==> src/mem_pkg.sv <==
/*
 * Memory bus definitions
 * Request and response layout shared by the requesters, arbiter and memory
 */

package mem_pkg;

  // Byte address, low two bits ignored by the memory
  typedef logic [31:0] mem_addr_t;

  // Bus data word
  typedef logic [31:0] mem_data_t;

  // Memory depth in words
  localparam int MEM_WORDS = 1024;
  localparam int IDX_BITS  = $clog2(MEM_WORDS);

  // Word index into the array
  typedef logic [IDX_BITS-1:0] mem_idx_t;

  // Request held by a requester until granted
  typedef struct packed {
    logic      req;
    logic      we;
    mem_addr_t addr;
    mem_data_t wdata;
  } mem_req_t;

  // Read data, one cycle after the grant
  typedef struct packed {
    logic      val;
    mem_data_t rdata;
  } mem_resp_t;

  // Owner of an outstanding read
  typedef enum logic [1:0] {
    REQ_BOOT,
    REQ_LSU,
    REQ_FETCH
  } requester_t;

endpackage

==> src/mem_arbiter.sv <==
/*
 * Fixed-priority memory arbiter
 * Boot, then load/store, then fetch share the single memory port
 */

`timescale 1ns/10ps

module mem_arbiter (
  input  logic                clk,
  input  logic                reset,
  input  mem_pkg::mem_req_t   boot_req,
  input  mem_pkg::mem_req_t   lsu_req,
  input  mem_pkg::mem_req_t   fetch_req,
  output logic                boot_grant,
  output logic                lsu_grant,
  output logic                fetch_grant,
  output mem_pkg::mem_resp_t  lsu_resp,
  output mem_pkg::mem_resp_t  fetch_resp,
  output mem_pkg::mem_req_t   mem_req,
  input  mem_pkg::mem_resp_t  mem_resp
);

  mem_pkg::requester_t winner;
  mem_pkg::requester_t owner_q;

  // ------------------------------------------------------------------------
  // Grant and forward, same cycle
  // ------------------------------------------------------------------------

  always_comb begin
    boot_grant  = boot_req.req;
    lsu_grant   = lsu_req.req && !boot_req.req;
    fetch_grant = fetch_req.req && !boot_req.req && !lsu_req.req;
    winner      = mem_pkg::REQ_FETCH;
    mem_req     = '0;
    if (boot_grant) begin
      winner  = mem_pkg::REQ_BOOT;
      mem_req = boot_req;
    end else if (lsu_grant) begin
      winner  = mem_pkg::REQ_LSU;
      mem_req = lsu_req;
    end else if (fetch_grant) begin
      mem_req = fetch_req;
    end
  end

  // ------------------------------------------------------------------------
  // Response routing
  // ------------------------------------------------------------------------

  // Remember who issued the read, data returns next cycle
  always_ff @(posedge clk) begin
    if (reset) begin
      owner_q <= mem_pkg::REQ_BOOT;
    end else if (mem_req.req && !mem_req.we) begin
      owner_q <= winner;
    end
  end

  // Boot reads have no return path and are dropped
  assign lsu_resp.val     = mem_resp.val && (owner_q == mem_pkg::REQ_LSU);
  assign lsu_resp.rdata   = mem_resp.rdata;
  assign fetch_resp.val   = mem_resp.val && (owner_q == mem_pkg::REQ_FETCH);
  assign fetch_resp.rdata = mem_resp.rdata;

  // Read data only ever follows a read granted the cycle before
  a_resp_follows_read: assert property (@(posedge clk) disable iff (reset)
    mem_resp.val |-> $past(mem_req.req && !mem_req.we));

endmodule

==> config.mk <==
export PLATFORM = sky130hd
export DESIGN_NAME = mem_arbiter
export DESIGN_NICKNAME = d
export VERILOG_FILES = /design/src/mem_pkg.sv /design/src/mem_arbiter.sv
export SDC_FILE = /design/constraint.sdc
export NUM_CORES = 1
export LEC_CHECK = 0
export BUFFER_PORTS_ARGS = -buffer_cell sky130_fd_sc_hd__clkbuf_2
export CAP_MARGIN = 5
export CORE_AREA = 2 2 142 144
export CTS_CLUSTER_SIZE = 12
export DETAILED_ROUTE_END_ITERATION = 8
export DIE_AREA = 0 0 144 146
export GPL_TIMING_DRIVEN = 0
export PLACE_DENSITY = 0.38
export SYNTH_ARGS = -nofsm -noshare
export SYNTH_HDL_FRONTEND = slang
export SYNTH_SLANG_ARGS = --single-unit
==> constraint.sdc <==
create_clock -name clk -period 1.15 [get_ports clk]
set_input_delay 0.115 -clock clk [delete_from_list [all_inputs] [get_ports clk]]
set_output_delay 0.115 -clock clk [all_outputs]
set_load 0.01 [all_outputs]
# --- After elaboration in Yosys (flattened, before gate mapping) ---
# Cells that the tools add are included.
classes:
  eq_ne: 2
  mux: 5
  n_reduce_logical: 9
op_table:
  columns: ["op", "n"]
  rows:
  - ["$mux W66", 3]
  - ["$logic_and A1 B1 Y1", 6]
  - ["$mux W2", 2]
  - ["$logic_not A1 Y1", 3]
  - ["$eq A2 B1 Y1 const B", 1]
  - ["$eq A2 B2 Y1 const B", 1]
totals:
  reg_bits: 2
  inputBits: 233
  elab_cells: 17

# --- Logic depth before layout (Yosys ltp) ---
depth:
  word_depth: 8
  mapped_depth: 5

# --- Least setup slack after synthesis ---
# OpenSTA, ideal clock, no wires.
synth_timing:
  path_kind: "input -> output"
  from: "in boot_req[65] in the netlist's numbering"
  to: "out fetch_grant"
  t_arrival_ns: 0.900
  t_required_ns: 1.035
  setup_slack_ns: 0.135
  stages: 4
  n_path_buf: 3
  cell_sequence: "buf_2 > buf_4 > buf_2 > nor3b_1"
synth_via:
  elab_chain_cells: 3
synth_lines:
  columns: ["element", "line_no", "source"]
  rows:
  - ["start, declared", "mem_arbiter.sv:11", "input mem_pkg::mem_req_t boot_req,"]
  - ["$logic_not A1 Y1", "mem_arbiter.sv:33", "fetch_grant = fetch_req.req && !boot_req.req && !lsu_req.req;"]
  - ["$logic_and A1 B1 Y1 (2 in a row)", "mem_arbiter.sv:33", null]
  - ["end, declared", "mem_arbiter.sv:16", "output logic fetch_grant,"]
# No other way between the ends.

==> impl_metrics.tcl <==
set metrics [dict create \
    min_path_cells 2 \
    postCtsHoldBufs 0 \
    pwr-share-seq_pct 2.9 \
    powerDensity_mw_per_mm2 493 \
    synth_nets 610 \
    min-delay-start "reset" \
    violations "setup timing" \
    dp_cells 976 \
    core_area_mm2 0.0193 \
    grt_pass1_vias 3849 \
    dpl_worst_slack_ns -0.542 \
    drtIter0Drc 38 \
    finalNetCount 968 \
    ioPinCount 368 \
    clock_path_buffers 2 \
    worstMarginPinSlew_ns 0.270 \
    cts_tree "yes" \
    start_kind "primary input" \
    reg_top3 "owner_q (2)" \
    setup_violations 28 \
    finish.instance_area_mm2 0.00517 \
    hold_viol_final 0 \
    instances_no_fill 999 \
    drt_first_pass_iters 4 \
    cts.sinks 2 \
    synth_area_mm2 0.00229 \
    routed-via-count 3892 \
    leakage_nw 3.00 \
    antenna_left 0 \
    die_h_um 146 \
    grt_antenna_before_repair 1 \
    ys_warn_count 0 \
    r2r_end "owner_q[0]" \
    place_area_mm2 0.00429 \
    drive_gt1_share_pct 69.7 \
    hold_path_end "owner_q[0]" \
    path_class "primary input to output pin" \
    io_buffers 334 \
    cp_max_fo 7 \
    synth-seq-area-share_pct 1.75 \
    clkTransAtPathRegs_ns 0.03 \
    start_util_pct 11.8 \
    r2r.worst_path.cells 2 \
    slew_viol_final 0 \
    rsz0062_at_grt "true" \
    cts_root_buf "clkbuf_16" \
    cp.required_ns 1.03 \
    grt.overflow.total 0 \
    area_delta_synth_final_pct 126 \
    wl_per_cell_um 15.0 \
    synthDistinctLibCells 25 \
    relSlewSlack_pct 81.9 \
    power_frac_clock_pct 21.0 \
    hold_path_class "primary input to flop" \
    crit_path_end_kind "output pin" \
    cp-startpoint "lsu_req[65]" \
    switching_share_pct 38.4 \
    switchingPower_mw 0.978 \
    fmax_ghz 0.822 \
    grt_max_degree 11 \
    die_w_um 144 \
    cts_buffers 3 \
    min_period_ns 1.22 \
    status "finished, violations left" \
    cp.arrival_ns 1.10 \
    clk_latency_ns 0.23 \
    timing.rr.start "owner_q[0]" \
    internal_power_mw 1.57 \
    htree_levels 1 \
    fin_crit_sh_pct 106 \
    syn_inst 377 \
    gp_congestion 0.737 \
    groute.usage.overall_pct 12.8 \
    hold_slack_ns 0.0727 \
    syn-mean-instance-area_um2 6.07 \
    cap_violations 0 \
    dp_hpwl_um 12200 \
    synth.ff_latch_count 2 \
    ir_drop_uv 254 \
    rows 51 \
    drcViolationCount 0 \
    largest_reg_flops 2 \
    regMostFlops "owner_q" \
    grt_pass1_wl_um 20600 \
    power_mw 2.55 \
    reg2reg_slack_ns 0.44 \
    combPwrFrac_pct 76.1 \
    wirelength_um 15000 \
    tns_ns -0.647 \
    die_area_mm2 0.0210 \
    skew_ns 0 \
    avgViaCountPerCell 3.90 \
    fin_ws_ns -0.0658 \
    fin_util_pct 26.8 \
]
worst max-delay path, stage by stage:
cell	delay [ns]
clkbuf_16	0.14
buf_12	0.15
buf_6	0.12
nor2b_4	0.17
buf_6	0.12
a22oi_2	0.04
o21ai_1	0.10
buf_2	0.14
area by class of cell:
| type | count | area, µm² |
|---|---|---|
| fill | 2226 | 14200 |
| antenna | 1 | 2.50 |
| tap | 265 | 332 |
| buffer | 101 | 913 |
| inverter | 2 | 7.51 |
| sequential | 2 | 40.0 |
| multi-input combinational | 272 | 1800 |
| timing repair buffer | 353 | 2000 |
| clock buffer | 3 | 75.1 |
synth_stat cells, drive strengths merged:
library cell	number	area (µm²)
or3	1	6.26
or3b	1	8.76
nor3b	1	7.51
nor3	1	5.00
and3b	62	543
a311oi	1	8.76
nor2b	2	12.5
clkbuf	15	57.6
nand2	65	244
nand4	1	6.26
and2	1	6.26
buf	86	632
dfxtp	2	40.0
o21bai	1	7.51
a22oi	5	37.5
o21ai	64	320
nand2b	1	6.26
nor4b	1	15.0
nor2	2	7.51
a21oi	62	310
inv	2	7.51
power groups by stage:
stage	logic, mW	clock network [mW]	registers, mW
after floorplan	0.804	0	0.0743
final	1.94	0.536	0.0743
after detailed placement	1.61	0	0.0755
after global routing	2.11	0.551	0.0748
after CTS	1.84	0.547	0.0746
after global placement	1.61	0	0.0754
cell families (layout without fill, tap and decap cells):
family / after synthesis / in the layout / synth area share [%]
compound gates: 133 / 133 / 29.9
buf+inv: 103 / 459 / 30.4
simple gates: 139 / 139 / 37.9
flops: 2 / 2 / 1.75
other cells: 0 / 1 / 0
metal layers:
| layer | track usage, % | routed length, µm |
|---|---|---|
| met5 | 0 | 0 |
| met4 | 4.07 | 288 |
| met3 | 1.91 | 1230 |
| met2 | 25.5 | 7850 |
| met1 | 13.3 | 5640 |
how the worst max path moves through the flow:
| stage | end |
|---|---|
| 6_report | mem_req[61] |
| 5_1_grt | mem_req[62] |
| 3_5_place_dp | mem_req[50] |
| 3_3_place_gp | mem_req[50] |
| 2_1_floorplan | fetch_grant |
| 4_1_cts | mem_req[48] |
timing repair:
action,4_1_cts,5_1_grt
endpoints found under the setup margin,67,67
buffers inserted,8,2
gates cloned,5,4
gates resized for setup,127,100
pin swaps,31,26
cell usage in the layout, fill, tap and decap left out, drive strengths merged:
master / count
a21oi: 62
diode: 1
nor2b: 2
inv: 2
and3b: 62
nor4b: 1
clkbuf: 312
or3b: 1
dfxtp: 2
a311oi: 1
a22oi: 5
or3: 1
nor2: 2
and2: 1
nor3b: 1
nand4: 1
buf: 145
nand2: 65
nand2b: 1
o21bai: 1
o21ai: 64
nor3: 1
Power figures use the tool's default switching activity.
