$ cat config.mk
export PLATFORM = sky130hd
export DESIGN_NAME = fetch_unit
export DESIGN_NICKNAME = d
export VERILOG_FILES = /design/src/core_pkg.sv /design/src/mem_pkg.sv /design/src/fetch_unit.sv
export SDC_FILE = /design/constraint.sdc
export NUM_CORES = 1
export LEC_CHECK = 0
export BUFFER_PORTS_ARGS = -buffer_cell sky130_fd_sc_hd__buf_2
export CORE_MARGIN = 5
export CORE_UTILIZATION = 40
export DETAILED_ROUTE_END_ITERATION = 12
export GPL_ROUTABILITY_DRIVEN = 0
export HOLD_SLACK_MARGIN = 0.08
export PLACE_DENSITY_LB_ADDON = 0.15
export SYNTH_ARGS = -nofsm -noshare
export SYNTH_HDL_FRONTEND = slang
export SYNTH_SLANG_ARGS = --single-unit
$ cat constraint.sdc
create_clock -name clk -period 1.1 [get_ports clk]
set_input_delay 0.055 -clock clk [delete_from_list [all_inputs] [get_ports clk]]
set_output_delay 0.055 -clock clk [all_outputs]
set_load 0.1 [all_outputs]
$ cat src/core_pkg.sv
/*
 * Core definitions for the blimp RV32I subset core
 * Opcodes, register and word types, control states and the retire trace
 */

package core_pkg;

  // ------------------------------------------------------------------------
  // Basic types
  // ------------------------------------------------------------------------

  // Architectural data word
  typedef logic [31:0] word_t;

  // Register file index, x0..x31
  typedef logic [4:0] reg_idx_t;

  // First fetch address after reset
  localparam word_t RESET_PC = 32'h0000_0000;

  // ------------------------------------------------------------------------
  // ISA encodings
  // ------------------------------------------------------------------------

  // Major opcodes, inst[6:0]
  typedef enum logic [6:0] {
    OP_LUI    = 7'b0110111,
    OP_IMM    = 7'b0010011,
    OP_REG    = 7'b0110011,
    OP_LOAD   = 7'b0000011,
    OP_STORE  = 7'b0100011,
    OP_BRANCH = 7'b1100011,
    OP_JAL    = 7'b1101111
  } opcode_t;

  // ------------------------------------------------------------------------
  // Control and trace
  // ------------------------------------------------------------------------

  // Multicycle control states, one instruction in flight
  typedef enum logic [2:0] {
    FETCH,
    WAIT_INST,
    EXECUTE,
    MEM,
    WAIT_MEM,
    RETIRE
  } ctrl_state_t;

  // One entry per retired instruction, 71 bits
  typedef struct packed {
    word_t    pc;
    reg_idx_t waddr;
    word_t    wdata;
    logic     wen;
    logic     val;
  } trace_t;

endpackage

$ cat src/mem_pkg.sv
/*
 * Memory bus definitions
 * Request and response layout shared by the requesters, arbiter and memory
 */

package mem_pkg;

  // Byte address, low two bits ignored by the memory
  typedef logic [31:0] mem_addr_t;

  // Bus data word
  typedef logic [31:0] mem_data_t;

  // Memory depth in words
  localparam int MEM_WORDS = 1024;
  localparam int IDX_BITS  = $clog2(MEM_WORDS);

  // Word index into the array
  typedef logic [IDX_BITS-1:0] mem_idx_t;

  // Request held by a requester until granted
  typedef struct packed {
    logic      req;
    logic      we;
    mem_addr_t addr;
    mem_data_t wdata;
  } mem_req_t;

  // Read data, one cycle after the grant
  typedef struct packed {
    logic      val;
    mem_data_t rdata;
  } mem_resp_t;

  // Owner of an outstanding read
  typedef enum logic [1:0] {
    REQ_BOOT,
    REQ_LSU,
    REQ_FETCH
  } requester_t;

endpackage

$ cat src/fetch_unit.sv
/*
 * Instruction fetch unit
 * Holds the pc, reads instruction words through the arbiter, latches them
 */

`timescale 1ns/10ps

module fetch_unit (
  input  logic               clk,
  input  logic               reset,
  input  logic               fetch,
  input  core_pkg::word_t    next_pc,
  input  logic               pc_load,
  output core_pkg::word_t    pc,
  output mem_pkg::mem_req_t  mem_req,
  input  logic               grant,
  input  mem_pkg::mem_resp_t mem_resp,
  output logic               inst_val,
  output core_pkg::word_t    inst
);

  core_pkg::word_t pc_q;
  core_pkg::word_t inst_q;
  logic            pending_q;

  // Strobe goes out at once, pending keeps it up until granted
  assign mem_req.req   = fetch | pending_q;
  assign mem_req.we    = 1'b0;
  assign mem_req.addr  = pc_q;
  assign mem_req.wdata = '0;

  always_ff @(posedge clk) begin
    if (reset) begin
      pending_q <= 1'b0;
      pc_q      <= core_pkg::RESET_PC;
    end else begin
      if (grant) begin
        pending_q <= 1'b0;
      end else if (fetch) begin
        pending_q <= 1'b1;
      end
      // Redirect at retirement
      if (pc_load) begin
        pc_q <= next_pc;
      end
    end
  end

  // Instruction word stays put for the rest of the instruction
  always_ff @(posedge clk) begin
    if (mem_resp.val) begin
      inst_q <= mem_resp.rdata;
    end
  end

  assign pc       = pc_q;
  assign inst     = inst_q;
  assign inst_val = mem_resp.val;

  // Core waits for the word before it fetches again
  a_no_refetch: assert property (@(posedge clk) disable iff (reset)
    pending_q |-> !fetch);

endmodule

======== Word level (Yosys, flattened, before mapping) ========
Cells that the tools add are included.
cells by class
  reductions and logical operators ........ 1
  bitwise operators ....................... 1
operator list
  operator            number
  2-bit OR reduction  1
  1-bit bitwise OR    1
word-level totals
  word-level logic and storage cells ...... 5
  register bits after elaboration ......... 65
  output and inout port bits .............. 131

======== Longest topological paths before layout ========
  depth in word-level cells ............... 1
  mapped depth ............................ 4
  gate-level depth less buffers ........... 2

======== Least setup slack after synthesis ========
Ideal clock, no wire load.
  path kind ............................... register to output
  start ................................... register pc_q[0] (netlist: pc[0])
  end ..................................... output port pc[0]
  slack ................................... -0.328 ns
  buffers on the path ..................... 1
  required time ........................... 1.045 ns
  stages on the path, launching flop included .. 2
  data arrival time ....................... 1.373 ns
  path through ............................ dfxtp_1 -> buf_4
RTL lines
  item                      RTL line          source
  start: declaration        fetch_unit.sv:22  core_pkg::word_t pc_q;
  start signal: assignment  fetch_unit.sv:35  pc_q <= core_pkg::RESET_PC;
  start signal: assignment  fetch_unit.sv:44  pc_q <= next_pc;
  end: declaration          fetch_unit.sv:14  output core_pkg::word_t pc,
No word-level cell between the ends.

==> impl_metrics.ini <==
[synth]
syn_area_um2 = 2670
synthArstFlopShare_pct = 0
yosys_warnings = 0
netlist_top_cells_count = 66 x buf_4, 33 x dfxtp_1, 32 x edfxtp_1, 32 x mux2i_1, 32 x nor2_1
synthDistinctLibCells = 12
ys_top_cells_by_area = edfxtp_1 36%, dfxtp_1 25%, buf_4 19%, mux2i_1 12%, nor2_1 4.5%
netlist_instances = 206
synth-seq-cells = 65
synth-edff-count = 32
ys.flop_type = dfxtp_1
ys_seq_area_share_pct = 60.8
synth_top_cell_by_area = edfxtp_1
avgSynthCellArea_um2 = 12.9
synth_most_common_cell = buf_4
synth.top_cell.area_share_pct = 36.1

[detailed_routing]
met1_length_um = 3060
drt.antenna.violating_nets = 0
vias_per_cell = 4.26
finalWirelength_um = 8300
wl_met3_um = 756
dr.first_iter.drc_count = 93
dr_wl_met2_um = 4310
drc_errors = 0
top_layer_used = met4
vias = 2093
first_pass_iters = 4
wl_per_cell_um = 16.9

[hold_path]
hold_class = input pin to flip-flop
worstHoldPathCells = 3
holdPathEnd = pending_q$_SDFFE_PP0P_
hp-start = fetch

[die]
placementRows = 29
fp.coreArea_um2 = 6420
io_pins = 201
die_y_um = 91.6
fp.dieArea_um2 = 8400
start_util_pct = 41.5
die_w_um = 91.6

[sta]
fin_crit_ns = 1.08
tightest_slew_ns = 0.610
maxSlewViolCount = 0
relSlewSlack_pct = 59.3
finalHoldViolations = 0
tns_ns = 0
fmax_mhz = 929
rsz0062_at_grt = yes
finClkSkew_ns = 0
period_share_pct = 97.9
fin_ws_ns = 0.0235
setup_violations = 0

[worst_setup_path]
r2r_cells = 2
timing.rr.end = pending_q$_SDFFE_PP0P_
timing.rr.start = pending_q$_SDFFE_PP0P_
worstSetupPathType = flip-flop to output port
start_kind = flip-flop
end_kind = output port
r2r_setup_slack_ns = 0.30
crit_fanout = 2
cp.required_ns = 1.04
worstPathArrival_ns = 1.02

[clock_tree]
cts_inserted_buffers = 9
cts_htree_levels = 3
clkSlewWorstSetupHoldPaths_ns = 0.07
clock_path_buffers = 2
cts_sinks = 65
cts_setup_buffers = 0
clock_latency_ns = 0.31
root_buffer = clkbuf_8
cts_tree = built

[power]
power_density_nw_per_um2 = 1600
seq_power_share_pct = 33.7
pwr-share-comb_pct = 41.8
sw_frac_of_total_pct = 41.1
pwr-share-clk_pct = 24.5
p_leak_nw = 2.45
intPower_mw = 5.14
ir_drop_v = 0.000961
p_sw_mw = 3.58

[layout]
finalNonFillerCells = 491
area_delta_synth_final_pct = 105
post-route-util_pct = 84.9
post-route-cell-area_um2 = 5450
drive_gt1_share_pct = 52.4
nFillCells = 294
nets = 479
n_antenna_cell = 0

[global_routing]
gr-usage-all-layers_pct = 19.9
antenna_found_initial = 0
overflow = 0
grt_pass1_wl_um = 12900
grt_pass1_vias = 2335
grt_max_degree = 34

[placement]
numPlacedInstances = 410
placed_cell_area_um2 = 4570
port_buffers = 167
dp_slack_ns = 0.240
hpwl_um = 5330

[flow_run]
cap_violations = 0

[outcome]
outcome = complete, no violations
[final cells by class]
type                    count  area, um2  area share [%]
multi-input cells          99        581            10.7
clock buffers              10        128            2.34
clock inverters             6       82.6            1.52
well taps                  77       96.3            1.77
repair buffers            234       2900            53.2
flip-flops and latches     65       1660            30.5
[cell usage in the layout, fill, tap and decap left out]
| master | instances |
|---|---|
| dlygate4sd3_1 | 65 |
| buf_6 | 1 |
| clkbuf_1 | 1 |
| bufinv_16 | 2 |
| dfxtp_1 | 1 |
| buf_12 | 92 |
| buf_4 | 7 |
| conb_1 | 33 |
| clkinvlp_4 | 1 |
| mux2i_1 | 32 |
| clkinv_2 | 3 |
| nor2_1 | 32 |
| nor3b_1 | 1 |
| buf_2 | 69 |
| edfxtp_1 | 32 |
| clkbuf_8 | 9 |
| dfxtp_2 | 32 |
| or2_4 | 1 |
[flip-flops by register name, indices dropped and copies added (netlist names)]
name / count
inst: 32
pc: 32
pending_q: 1
[power groups by stage]
stage	sequential (mW)	clock, mW	combinational, mW
after floorplan	4.05	0	1.38
after global placement	2.97	0	3.41
after detailed placement	2.98	0	3.43
after CTS	2.93	2.20	3.64
after global routing	2.96	2.32	3.73
final	2.94	2.14	3.65
[worst max-delay path, stage by stage (launching register included)]
cell     delay (ns)
dfxtp_1        0.30
or2_4          0.24
buf_12         0.17
[how the worst max path moves through the flow]
stage                           start                  end  cells past startpoint
2_1_floorplan      pc[0]$_SDFFE_PP0P_                pc[0]                      1
3_3_place_gp                  pc_load   pc[8]$_SDFFE_PP0P_                      4
3_5_place_dp                  pc_load  pc[30]$_SDFFE_PP0P_                      4
4_1_cts        pending_q$_SDFFE_PP0P_          mem_req[65]                      2
5_1_grt        pending_q$_SDFFE_PP0P_          mem_req[65]                      2
6_report       pending_q$_SDFFE_PP0P_          mem_req[65]                      2
[stage by stage]
stage / power, mW / hold WS, ns
final: 8.72 / 0.142
after global routing: 9.00 / 0.141
after CTS: 8.77 / 0.126
after detailed placement: 6.42 / 0.221
after global placement: 6.39 / 0.216
after floorplan: 5.43 / 0.131
[metal layers]
metal	global-route usage (%)	vias to the layer above
li1	-	988
met1	22.7	960
met2	35.0	134
met3	5.81	11
met4	7.79	0
met5	0	-
[kinds of logic (layout without fill, tap and decap cells)]
kind of cell	after synthesis	after routing	share of synthesized area, %
buffers and inverters	74	250	22.0
flip-flops	65	65	60.8
multiplexers	32	32	12.0
AND/OR/NAND/NOR	34	34	5.02
other	1	33	0.141
[timing repair]
action / 4_1_cts / 5_1_grt
pin swaps: 1 / 0
resized for setup: 8 / 1
endpoints found under the hold margin: 65 / 0
setup endpoints to repair: 9 / 2
hold buffers: 65 / 0
Power figures use the tool's default switching activity.
