### src/core_pkg.sv
/*
 * Core definitions for the blimp RV32I subset core
 * Opcodes, register and word types, control states and the retire trace
 */

package core_pkg;

  // ------------------------------------------------------------------------
  // Basic types
  // ------------------------------------------------------------------------

  // Architectural data word
  typedef logic [31:0] word_t;

  // Register file index, x0..x31
  typedef logic [4:0] reg_idx_t;

  // First fetch address after reset
  localparam word_t RESET_PC = 32'h0000_0000;

  // ------------------------------------------------------------------------
  // ISA encodings
  // ------------------------------------------------------------------------

  // Major opcodes, inst[6:0]
  typedef enum logic [6:0] {
    OP_LUI    = 7'b0110111,
    OP_IMM    = 7'b0010011,
    OP_REG    = 7'b0110011,
    OP_LOAD   = 7'b0000011,
    OP_STORE  = 7'b0100011,
    OP_BRANCH = 7'b1100011,
    OP_JAL    = 7'b1101111
  } opcode_t;

  // ------------------------------------------------------------------------
  // Control and trace
  // ------------------------------------------------------------------------

  // Multicycle control states, one instruction in flight
  typedef enum logic [2:0] {
    FETCH,
    WAIT_INST,
    EXECUTE,
    MEM,
    WAIT_MEM,
    RETIRE
  } ctrl_state_t;

  // One entry per retired instruction, 71 bits
  typedef struct packed {
    word_t    pc;
    reg_idx_t waddr;
    word_t    wdata;
    logic     wen;
    logic     val;
  } trace_t;

endpackage

### src/mem_pkg.sv
/*
 * Memory bus definitions
 * Request and response layout shared by the requesters, arbiter and memory
 */

package mem_pkg;

  // Byte address, low two bits ignored by the memory
  typedef logic [31:0] mem_addr_t;

  // Bus data word
  typedef logic [31:0] mem_data_t;

  // Memory depth in words
  localparam int MEM_WORDS = 1024;
  localparam int IDX_BITS  = $clog2(MEM_WORDS);

  // Word index into the array
  typedef logic [IDX_BITS-1:0] mem_idx_t;

  // Request held by a requester until granted
  typedef struct packed {
    logic      req;
    logic      we;
    mem_addr_t addr;
    mem_data_t wdata;
  } mem_req_t;

  // Read data, one cycle after the grant
  typedef struct packed {
    logic      val;
    mem_data_t rdata;
  } mem_resp_t;

  // Owner of an outstanding read
  typedef enum logic [1:0] {
    REQ_BOOT,
    REQ_LSU,
    REQ_FETCH
  } requester_t;

endpackage

### src/load_store_unit.sv
/*
 * Load/store unit
 * Issues one word access per strobe and reports completion to the core
 */

`timescale 1ns/10ps

module load_store_unit (
  input  logic               clk,
  input  logic               reset,
  input  logic               start,
  input  logic               we,
  input  core_pkg::word_t    addr,
  input  core_pkg::word_t    wdata,
  output mem_pkg::mem_req_t  mem_req,
  input  logic               grant,
  input  mem_pkg::mem_resp_t mem_resp,
  output logic               done,
  output core_pkg::word_t    rdata
);

  logic            pending_q;
  logic            we_q;
  core_pkg::word_t addr_q;
  core_pkg::word_t wdata_q;

  // Start cycle uses the core's values directly, later cycles the copy
  assign mem_req.req   = start | pending_q;
  assign mem_req.we    = start ? we : we_q;
  assign mem_req.addr  = start ? addr : addr_q;
  assign mem_req.wdata = start ? wdata : wdata_q;

  always_ff @(posedge clk) begin
    if (reset) begin
      pending_q <= 1'b0;
    end else if (grant) begin
      pending_q <= 1'b0;
    end else if (start) begin
      pending_q <= 1'b1;
    end
  end

  always_ff @(posedge clk) begin
    if (start) begin
      we_q    <= we;
      addr_q  <= addr;
      wdata_q <= wdata;
    end
  end

  // Store ends at its grant, load when the data comes back
  assign done  = (grant & mem_req.we) | mem_resp.val;
  assign rdata = mem_resp.rdata;

  a_word_aligned: assert property (@(posedge clk) disable iff (reset)
    start |-> (addr[1:0] == 2'b00));

endmodule

### config.mk
export PLATFORM = sky130hd
export DESIGN_NAME = load_store_unit
export DESIGN_NICKNAME = d
export VERILOG_FILES = /design/src/core_pkg.sv /design/src/mem_pkg.sv /design/src/load_store_unit.sv
export SDC_FILE = /design/constraint.sdc
export NUM_CORES = 1
export LEC_CHECK = 0
export BUFFER_PORTS_ARGS = -buffer_cell sky130_fd_sc_hd__buf_4
export CORE_MARGIN = 3
export CORE_UTILIZATION = 36
export CTS_CLUSTER_DIAMETER = 30
export CTS_CLUSTER_SIZE = 12
export DETAILED_ROUTE_END_ITERATION = 8
export GPL_TIMING_DRIVEN = 0
export HOLD_SLACK_MARGIN = 0.08
export PLACE_DENSITY = 0.76
export SYNTH_ARGS = -nofsm -noshare
export SYNTH_HDL_FRONTEND = slang
export SYNTH_SLANG_ARGS = --single-unit
### constraint.sdc
create_clock -name clk -period 0.82 [get_ports clk]
set_input_delay 0 -clock clk [delete_from_list [all_inputs] [get_ports clk]]
set_output_delay 0 -clock clk [all_outputs]
set_load 0.05 [all_outputs]
---- Word level (Yosys, flattened, before mapping) ----
Index checks and enable logic that the tools add are counted.
operators by class
  $add $sub $neg .......................... 0
  multiply operators ...................... 0
  div/mod/pow operators ................... 0
  $lt $le $gt $ge ......................... 0
  equality and inequality tests ........... 0
  shift operators ......................... 0
  mux-type cells .......................... 3
  bitwise operators ....................... 3
  reduce and logical (&&, ||, !) cells .... 1
operators with widths
  operator            number
  32-bit 2-to-1 mux   2
  1-bit OR            2
  2-bit OR reduction  1
  1-bit AND           1
  1-bit 2-to-1 mux    1
storage, ports and cells
  flip-flop bits (word level) ............. 66
  bits in latches ......................... 0
  memory bits (writable) .................. 0
  memory bits (read-only) ................. 0
  input bits .............................. 102
  output and inout port bits .............. 99
  logic and storage cells ................. 11
  memories ................................ 0

---- Longest topological paths before layout ----
Gate-level depths: netlist of the first run.
  depth after elaboration ................. 3
  gate-level depth with buffers ........... 3
  mapped depth without buffers ............ 2

---- Least setup slack after synthesis of the first run ----
Ideal clock, no wire load.
  path type ............................... reg-to-output
  start point ............................. register we_q
  end point ............................... output port done
  arrival time ............................ 1041 ps
  data required time ...................... 820 ps
  slack ................................... -221 ps
  cell stages (with the launch flop) ...... 3
  buffers on the path ..................... 0
  cell sequence ........................... dfxtp_1 > mux2_2 > a21o_1
RTL lines
  element                 RTL line               source
  start, declared         load_store_unit.sv:23  logic we_q;
  start signal, assigned  load_store_unit.sv:45  we_q <= we;
  end, declared           load_store_unit.sv:18  output logic done,

---- Worst setup path in the final report of the first run ----
  start point ............................. register we_q
  end point ............................... output port done
on the way
  cells in the longest elaborated chain, start to end .. 3
ends and longest elaborated chain
  element           RTL line               source
  1-bit 2-to-1 mux  --
  1-bit AND         load_store_unit.sv:52  assign done = (grant & mem_req.we) | mem_resp.val;
  1-bit OR          load_store_unit.sv:52
No other way between the ends.

==> results by group, run 1 <==
Status
  – Status: finished, violations left
  – Failing checks: hold timing, setup timing

Drt
  – Via density: 4.23
  – Vias post-DR: 1970
  – Routed wire length: 6800 um
  – Post-route ant nets: 0
  – Initial DRC count: 41
  – # DRC: 0
  – DR WL/cell: 14.6 um
  – Drt first pass iters: 2

STA
  – Final setup margin: -0.420 ns
  – Fin. Hold Viols: 54
  – Max-slew violation count: 0
  – Final Critical Period: 1.24 ns
  – Hold slack: -0.0919 ns
  – RSZ-0062 raised after global routing: true
  – Fmax: 0.806 GHz
  – Setup tns final: -16.16 ns
  – Final setup fails: 68
  – Final Skew: 0 ns
  – Final period util: 151%
  – Slew Limit Headroom: 79.3%
  – Tightest Pin Transition: 0.310 ns

CTS
  – Longest Clk Path Bufs: 2
  – H-tree Lvls: 3
  – CTS buffer count: 9
  – Post-CTS Hold Buffers: 2
  – Later-pin clock latency in the skew report: 0.32 ns
  – CTS tree: yes
  – Clock Sinks: 66
  – Worst-path clk slew: 0.08 ns
  – Root buffer cell: clkbuf_8

Setup path
  – Critical path capture point type: output pin
  – Largest stage delay on the critical path: 0.30 ns
  – Terminus of the critical flop-to-flop path: wdata_q[10]
  – Worst setup endpoint: done
  – CP arrival: 1.24 ns
  – Slowest cell on crit path: dfxtp_1
  – Cells along the critical path: mux2_4, a21o_4, buf_8
  – CP Depth: 3
  – Reg2Reg Depth: 2
  – Critical path startpoint category: flip-flop
  – Setup CP Type: flip-flop to output pin
  – Crit Reg-Reg Startpoint: wdata_q[10]
  – CP Launch Point: we_q
  – Worst reg-to-reg setup slack: 0 ns
  – Delay-heaviest family, CP: flip-flops
  – CP max FO: 2
  – Buffer and inverter count on the worst path: 1
  – CP required: 0.82 ns

Power
  – VDD IR-drop max: 1.19 mV
  – Leakage dissipation: 2.41 nW
  – PwrDens: 2260 nW/um^2

Final layout
  – Final Core Density: 68.8%
  – Ant diodes: 0
  – Most common cell after layout, fill and taps aside: buf_4
  – Design area: 4750 um^2
  – # nets final: 467
  – Area Overhead vs Synth: 81.4%
  – Layout cells sized above 1: 82.7%
  – Commonest cells after routing, fill and taps aside: buf_4, mux2_4, buf_6

Logic synthesis
  – Share of the synthesized area in the top cell type: 50.5%
  – Synth unique cells: 10
  – Post-Synthesis Cells: 173
  – Syn Nets: 275
  – Post-synthesis sequential area ratio: 50.5%
  – Post-Syn Area per Cell: 15.1 um^2
  – Synth area leaders: dfxtp_1, mux2_4, buf_4
  – Synth area leader: dfxtp_1
  – Mapped Area: 2620 um^2
  – #FFs+latches synth: 66
  – Yosys warns: 0

Global route
  – Pin count of the biggest net entering global routing: 13
  – Vias in the first global route: 2174
  – Global route overflow: 0
  – GRT Util Overall: 16.1%
  – First-pass GRT wire length: 10700 um
  – Initial antenna violation count: 0

Place
  – Hpwl dp: 5070 um
  – RD Place Congestion: 0.700
  – Port Buffer Count: 168
  – DP Area: 4070 um^2
  – Setup WS pre-CTS: -0.159 ns

Die
  – Full die area: 8330 um^2
  – IO Pins: 201
  – Initial Util: 37.9%
  – Core Area: 6910 um^2
  – Site Rows: 30
  – DIE HEIGHT: 91.3 um
  – Die X: 91.3 um

Min path
  – Min-Delay Path Class: input port to flip-flop

Run
  – Max-Cap Viols: 0
-- report_power, final --
group / internal [mW] / total [mW] / leakage [nW] / switching, mW
registers: 3.55 / 3.64 / 0.557 / 0.0932
clock network: 2.03 / 3.27 / 0.117 / 1.24
logic: 1.72 / 3.84 / 1.73 / 2.12
-- sequential cells by signal (all words and copies together) (netlist names) --
name,cells
we_q,1
addr_q,32
wdata_q,32
pending_q,1
-- cells in the mapped netlist --
library cell / instances
buf_6: 1
nor3b_1: 1
buf_12: 5
buf_2: 1
buf_4: 32
mux2_2: 15
or2_2: 1
mux2_4: 50
dfxtp_1: 66
a21o_1: 1
-- how the worst min path moves through the flow --
| stage | from | to | cells past startpoint |
|---|---|---|---|
| final | addr[28] | addr_q[28] | 2 |
| after global placement | reset | pending_q | 2 |
| after floorplan | grant | pending_q | 1 |
| after detailed placement | reset | pending_q | 2 |
| after CTS | wdata[22] | wdata_q[22] | 2 |
| after global routing | addr[31] | addr_q[31] | 2 |
-- repair_timing --
| action | 4_1_cts | 5_1_grt |
|---|---|---|
| setup endpoints to repair | 67 | 76 |
| hold endpoints to repair | 66 | 65 |
| buffers inserted | 9 | 4 |
| resized for setup | 76 | 17 |
-- cell type report --
type	instances	area (um^2)
fillers	526	2160
clock buffers	10	128
repair buffers	181	1690
well taps	96	120
flip-flops and latches	66	1330
clock inverters	6	115
multi-input cells	68	1010
plain buffers	39	360
-- through the flow --
step           cells  power, mW
6_report         466       10.8
5_1_grt          466       11.2
4_1_cts          464       10.8
3_5_place_dp     437       7.10
3_3_place_gp     437       7.05
2_1_floorplan    173       6.13
-- cell families (layout without fill, tap and decap cells) --
kind of cell    after synthesis  count (layout)  synth area share (%)
flops                        66              66                  50.5
simple gates                  2               2                 0.526
buf+inv                      39             236                  13.6
compound gates                1               1                 0.287
mux                          65              65                  35.1
-- per-layer routing --
metal	track usage [%]	wire length, um
met5	0	0
met4	5.65	71
met3	5.63	594
met2	28.7	3660
met1	17.5	2470
No activity file was read; power rests on OpenSTA's default activity.
==> run 2: changes to the inputs <==
--- a/config.mk
+++ b/config.mk
@@ -5,9 +5,10 @@
 export SDC_FILE = /design/constraint.sdc
 export NUM_CORES = 1
 export LEC_CHECK = 0
+export ABC_AREA = 1
 export BUFFER_PORTS_ARGS = -buffer_cell sky130_fd_sc_hd__buf_4
 export CORE_MARGIN = 3
-export CORE_UTILIZATION = 36
+export CORE_UTILIZATION = 35
 export CTS_CLUSTER_DIAMETER = 30
 export CTS_CLUSTER_SIZE = 12
 export DETAILED_ROUTE_END_ITERATION = 8
==> run 2 against run 1 <==
Against the previous run: the run still ends with hold timing, setup timing left; maximum frequency up 17%; synthesized cell count up 83%; sequential share of layout area down 0.11 points; utilization up 6.0 points; highest routed layer unchanged.
==> results by group, run 2 <==
Status
  – Status: finished, violations left
  – Failing checks: hold timing, setup timing

Die
  – Full die area: 7960 um^2
  – Initial Util: 37.1%
  – Site Rows: 29
  – IO Pins: 201
  – Die X: 89.2 um
  – Core Area: 6530 um^2
  – DIE HEIGHT: 89.2 um

Run
  – Max-Cap Viols: 0

STA
  – Hold slack: -0.0926 ns
  – Tightest Pin Transition: 0.416 ns
  – Fin. Hold Viols: 54
  – RSZ-0062 raised after global routing: true
  – Max-slew violation count: 0
  – Final setup margin: -0.242 ns
  – Final period util: 129%
  – Final Skew: 0 ns
  – Final setup fails: 68
  – Slew Limit Headroom: 72.3%
  – Final Critical Period: 1.06 ns
  – Fmax: 0.942 GHz

Drt
  – Via density: 4.37
  – Drt first pass iters: 4
  – DR WL/cell: 13.7 um
  – # DRC: 0
  – Initial DRC count: 51
  – Vias post-DR: 2588
  – Post-route ant nets: 0
  – Routed wire length: 8090 um

CTS
  – Root buffer cell: clkbuf_8
  – Later-pin clock latency in the skew report: 0.32 ns
  – Worst-path clk slew: 0.07 ns
  – Post-CTS Hold Buffers: 2
  – H-tree Lvls: 3
  – CTS buffer count: 9
  – Longest Clk Path Bufs: 2
  – CTS tree: yes
  – Clock Sinks: 66

Logic synthesis
  – Post-synthesis sequential area ratio: 54.5%
  – Share of the synthesized area in the top cell type: 54.5%
  – Yosys warns: 0
  – Commonest cells post-synth: nand2_1, dfxtp_1, buf_4, inv_1, clkbuf_1
  – Ys async rst share: 0%
  – Mapped Area: 2420 um^2
  – Synth unique cells: 11
  – Syn Nets: 418
  – Post-Synthesis Cells: 316
  – Number of synthesized flops with an enable pin: 0
  – Top-count cell post-synth: nand2_1
  – Main flop type after synthesis: dfxtp_1
  – Post-Syn Area per Cell: 7.67 um^2
  – Synth area leader: dfxtp_1
  – Synth area leaders: dfxtp_1, nand2_1, buf_4
  – #FFs+latches synth: 66

Power
  – Clock Power Share: 27.0%
  – Switching pwr: 3.39 mW
  – Sequential Power Share: 36.3%
  – Int Power: 6.61 mW
  – Leakage dissipation: 2.53 nW
  – VDD IR-drop max: 1.17 mV
  – Switching Share: 33.9%
  – PwrDens: 2050 nW/um^2
  – Logic pwr share: 36.7%

Global route
  – Global route overflow: 0
  – GRT Util Overall: 17.6%
  – Initial antenna violation count: 0
  – Pin count of the biggest net entering global routing: 11
  – Vias in the first global route: 2565
  – First-pass GRT wire length: 10800 um

Final layout
  – Layout cells sized above 1: 71.5%
  – Largest regs: addr_q x32, wdata_q x32
  – # nets final: 612
  – Design area: 4890 um^2
  – Most common cell after layout, fill and taps aside: buf_4
  – Area Overhead vs Synth: 102%
  – Commonest cells after routing, fill and taps aside: buf_4, nand2_1, nand2_2
  – Ant diodes: 0

Place
  – DP Area: 3940 um^2
  – RD Place Congestion: 0.700
  – Port Buffer Count: 168
  – Hpwl dp: 5450 um

Setup path
  – Delay-heaviest family, CP: flip-flops
  – CP required: 0.82 ns
  – Critical path startpoint category: flip-flop
  – Buffer and inverter count on the worst path: 2
  – Setup CP Type: flip-flop to output pin
  – Largest stage delay on the critical path: 0.32 ns
  – CP max FO: 2
  – Critical path capture point type: output pin
  – CP arrival: 1.06 ns
  – Slowest cell on crit path: dfxtp_2
  – Most frequent CP cell: nand2_2
  – Cells along the critical path: inv_2, nand2_2, nand3_2, nand2_2, buf_8

Min path
  – Min-Delay Path Class: input port to flip-flop
## run 2: tightest hold or removal path: cells and delay by family
kind          cells  cell delay, ns
buf+inv           1            0.08
simple gates      2            0.12
## run 2: cell type report
cell class	instances	area (um^2)
Fill cell	441	1650
Tap cell	77	96.3
Multi-Input combinational cell	199	995
Sequential cell	66	1360
Clock inverter	2	35.0
Buffer	46	343
Inverter	5	18.8
Clock buffer	14	163
Timing Repair Buffer	183	1870
## run 2: cells by family after synthesis
family / synth area share [%]
DFF: 54.5
and+or+nand+nor: 31.0
buffers and inverters: 14.5
## run 2: per-stage QoR
stage | TNS, ns | utilization (%) | setup WS [ns] | power [mW] | cells
finish | -7.41 | 74.8 | -0.242 | 10.0 | 592
global route | -11.42 | 74.8 | -0.317 | 10.4 | 592
CTS | -8.34 | 71.6 | -0.216 | 9.89 | 583
detailed placement | -7.17 | 60.4 | -0.144 | 6.64 | 561
global placement | -6.50 | 60.4 | -0.129 | 6.61 | 561
floorplan | 0 | - | 0.0269 | 5.68 | 316
## run 2: layer usage
layer | wire [um] | track usage [%] | vias up
met3 | 962 | 8.85 | 10
li1 | - | - | 1298
met4 | 122 | 7.98 | 0
met5 | 0 | 0 | -
met2 | 4340 | 32.2 | 134
met1 | 2660 | 16.2 | 1146
## run 2: worst paths after layout
check | slack (ns) | from | cells after the start | to
worst max-delay path | -0.24 | we_q | 5 | done
worst min-delay path | -0.09 | wdata[25] | 3 | wdata_q[25]
worst max register to register | 0 | we_q | 4 | we_q
worst min register to register | 0.46 | wdata_q[19] | 2 | wdata_q[19]
## run 2: repair_timing
action                                  in CTS  in global routing
endpoints found under the setup margin      67                 67
endpoints found under the hold margin       66                 62
setup buffers                                4                  9
pin swaps                                    5                 29
gates resized for setup                    134                 68
## run 2: power groups by stage
stage | registers [mW] | logic (mW) | clock network, mW
4_1_cts | 3.58 | 3.54 | 2.77
5_1_grt | 3.66 | 3.84 | 2.92
6_report | 3.63 | 3.67 | 2.71
3_3_place_gp | 3.64 | 2.97 | 0
2_1_floorplan | 3.63 | 2.05 | 0
3_5_place_dp | 3.65 | 3.00 | 0
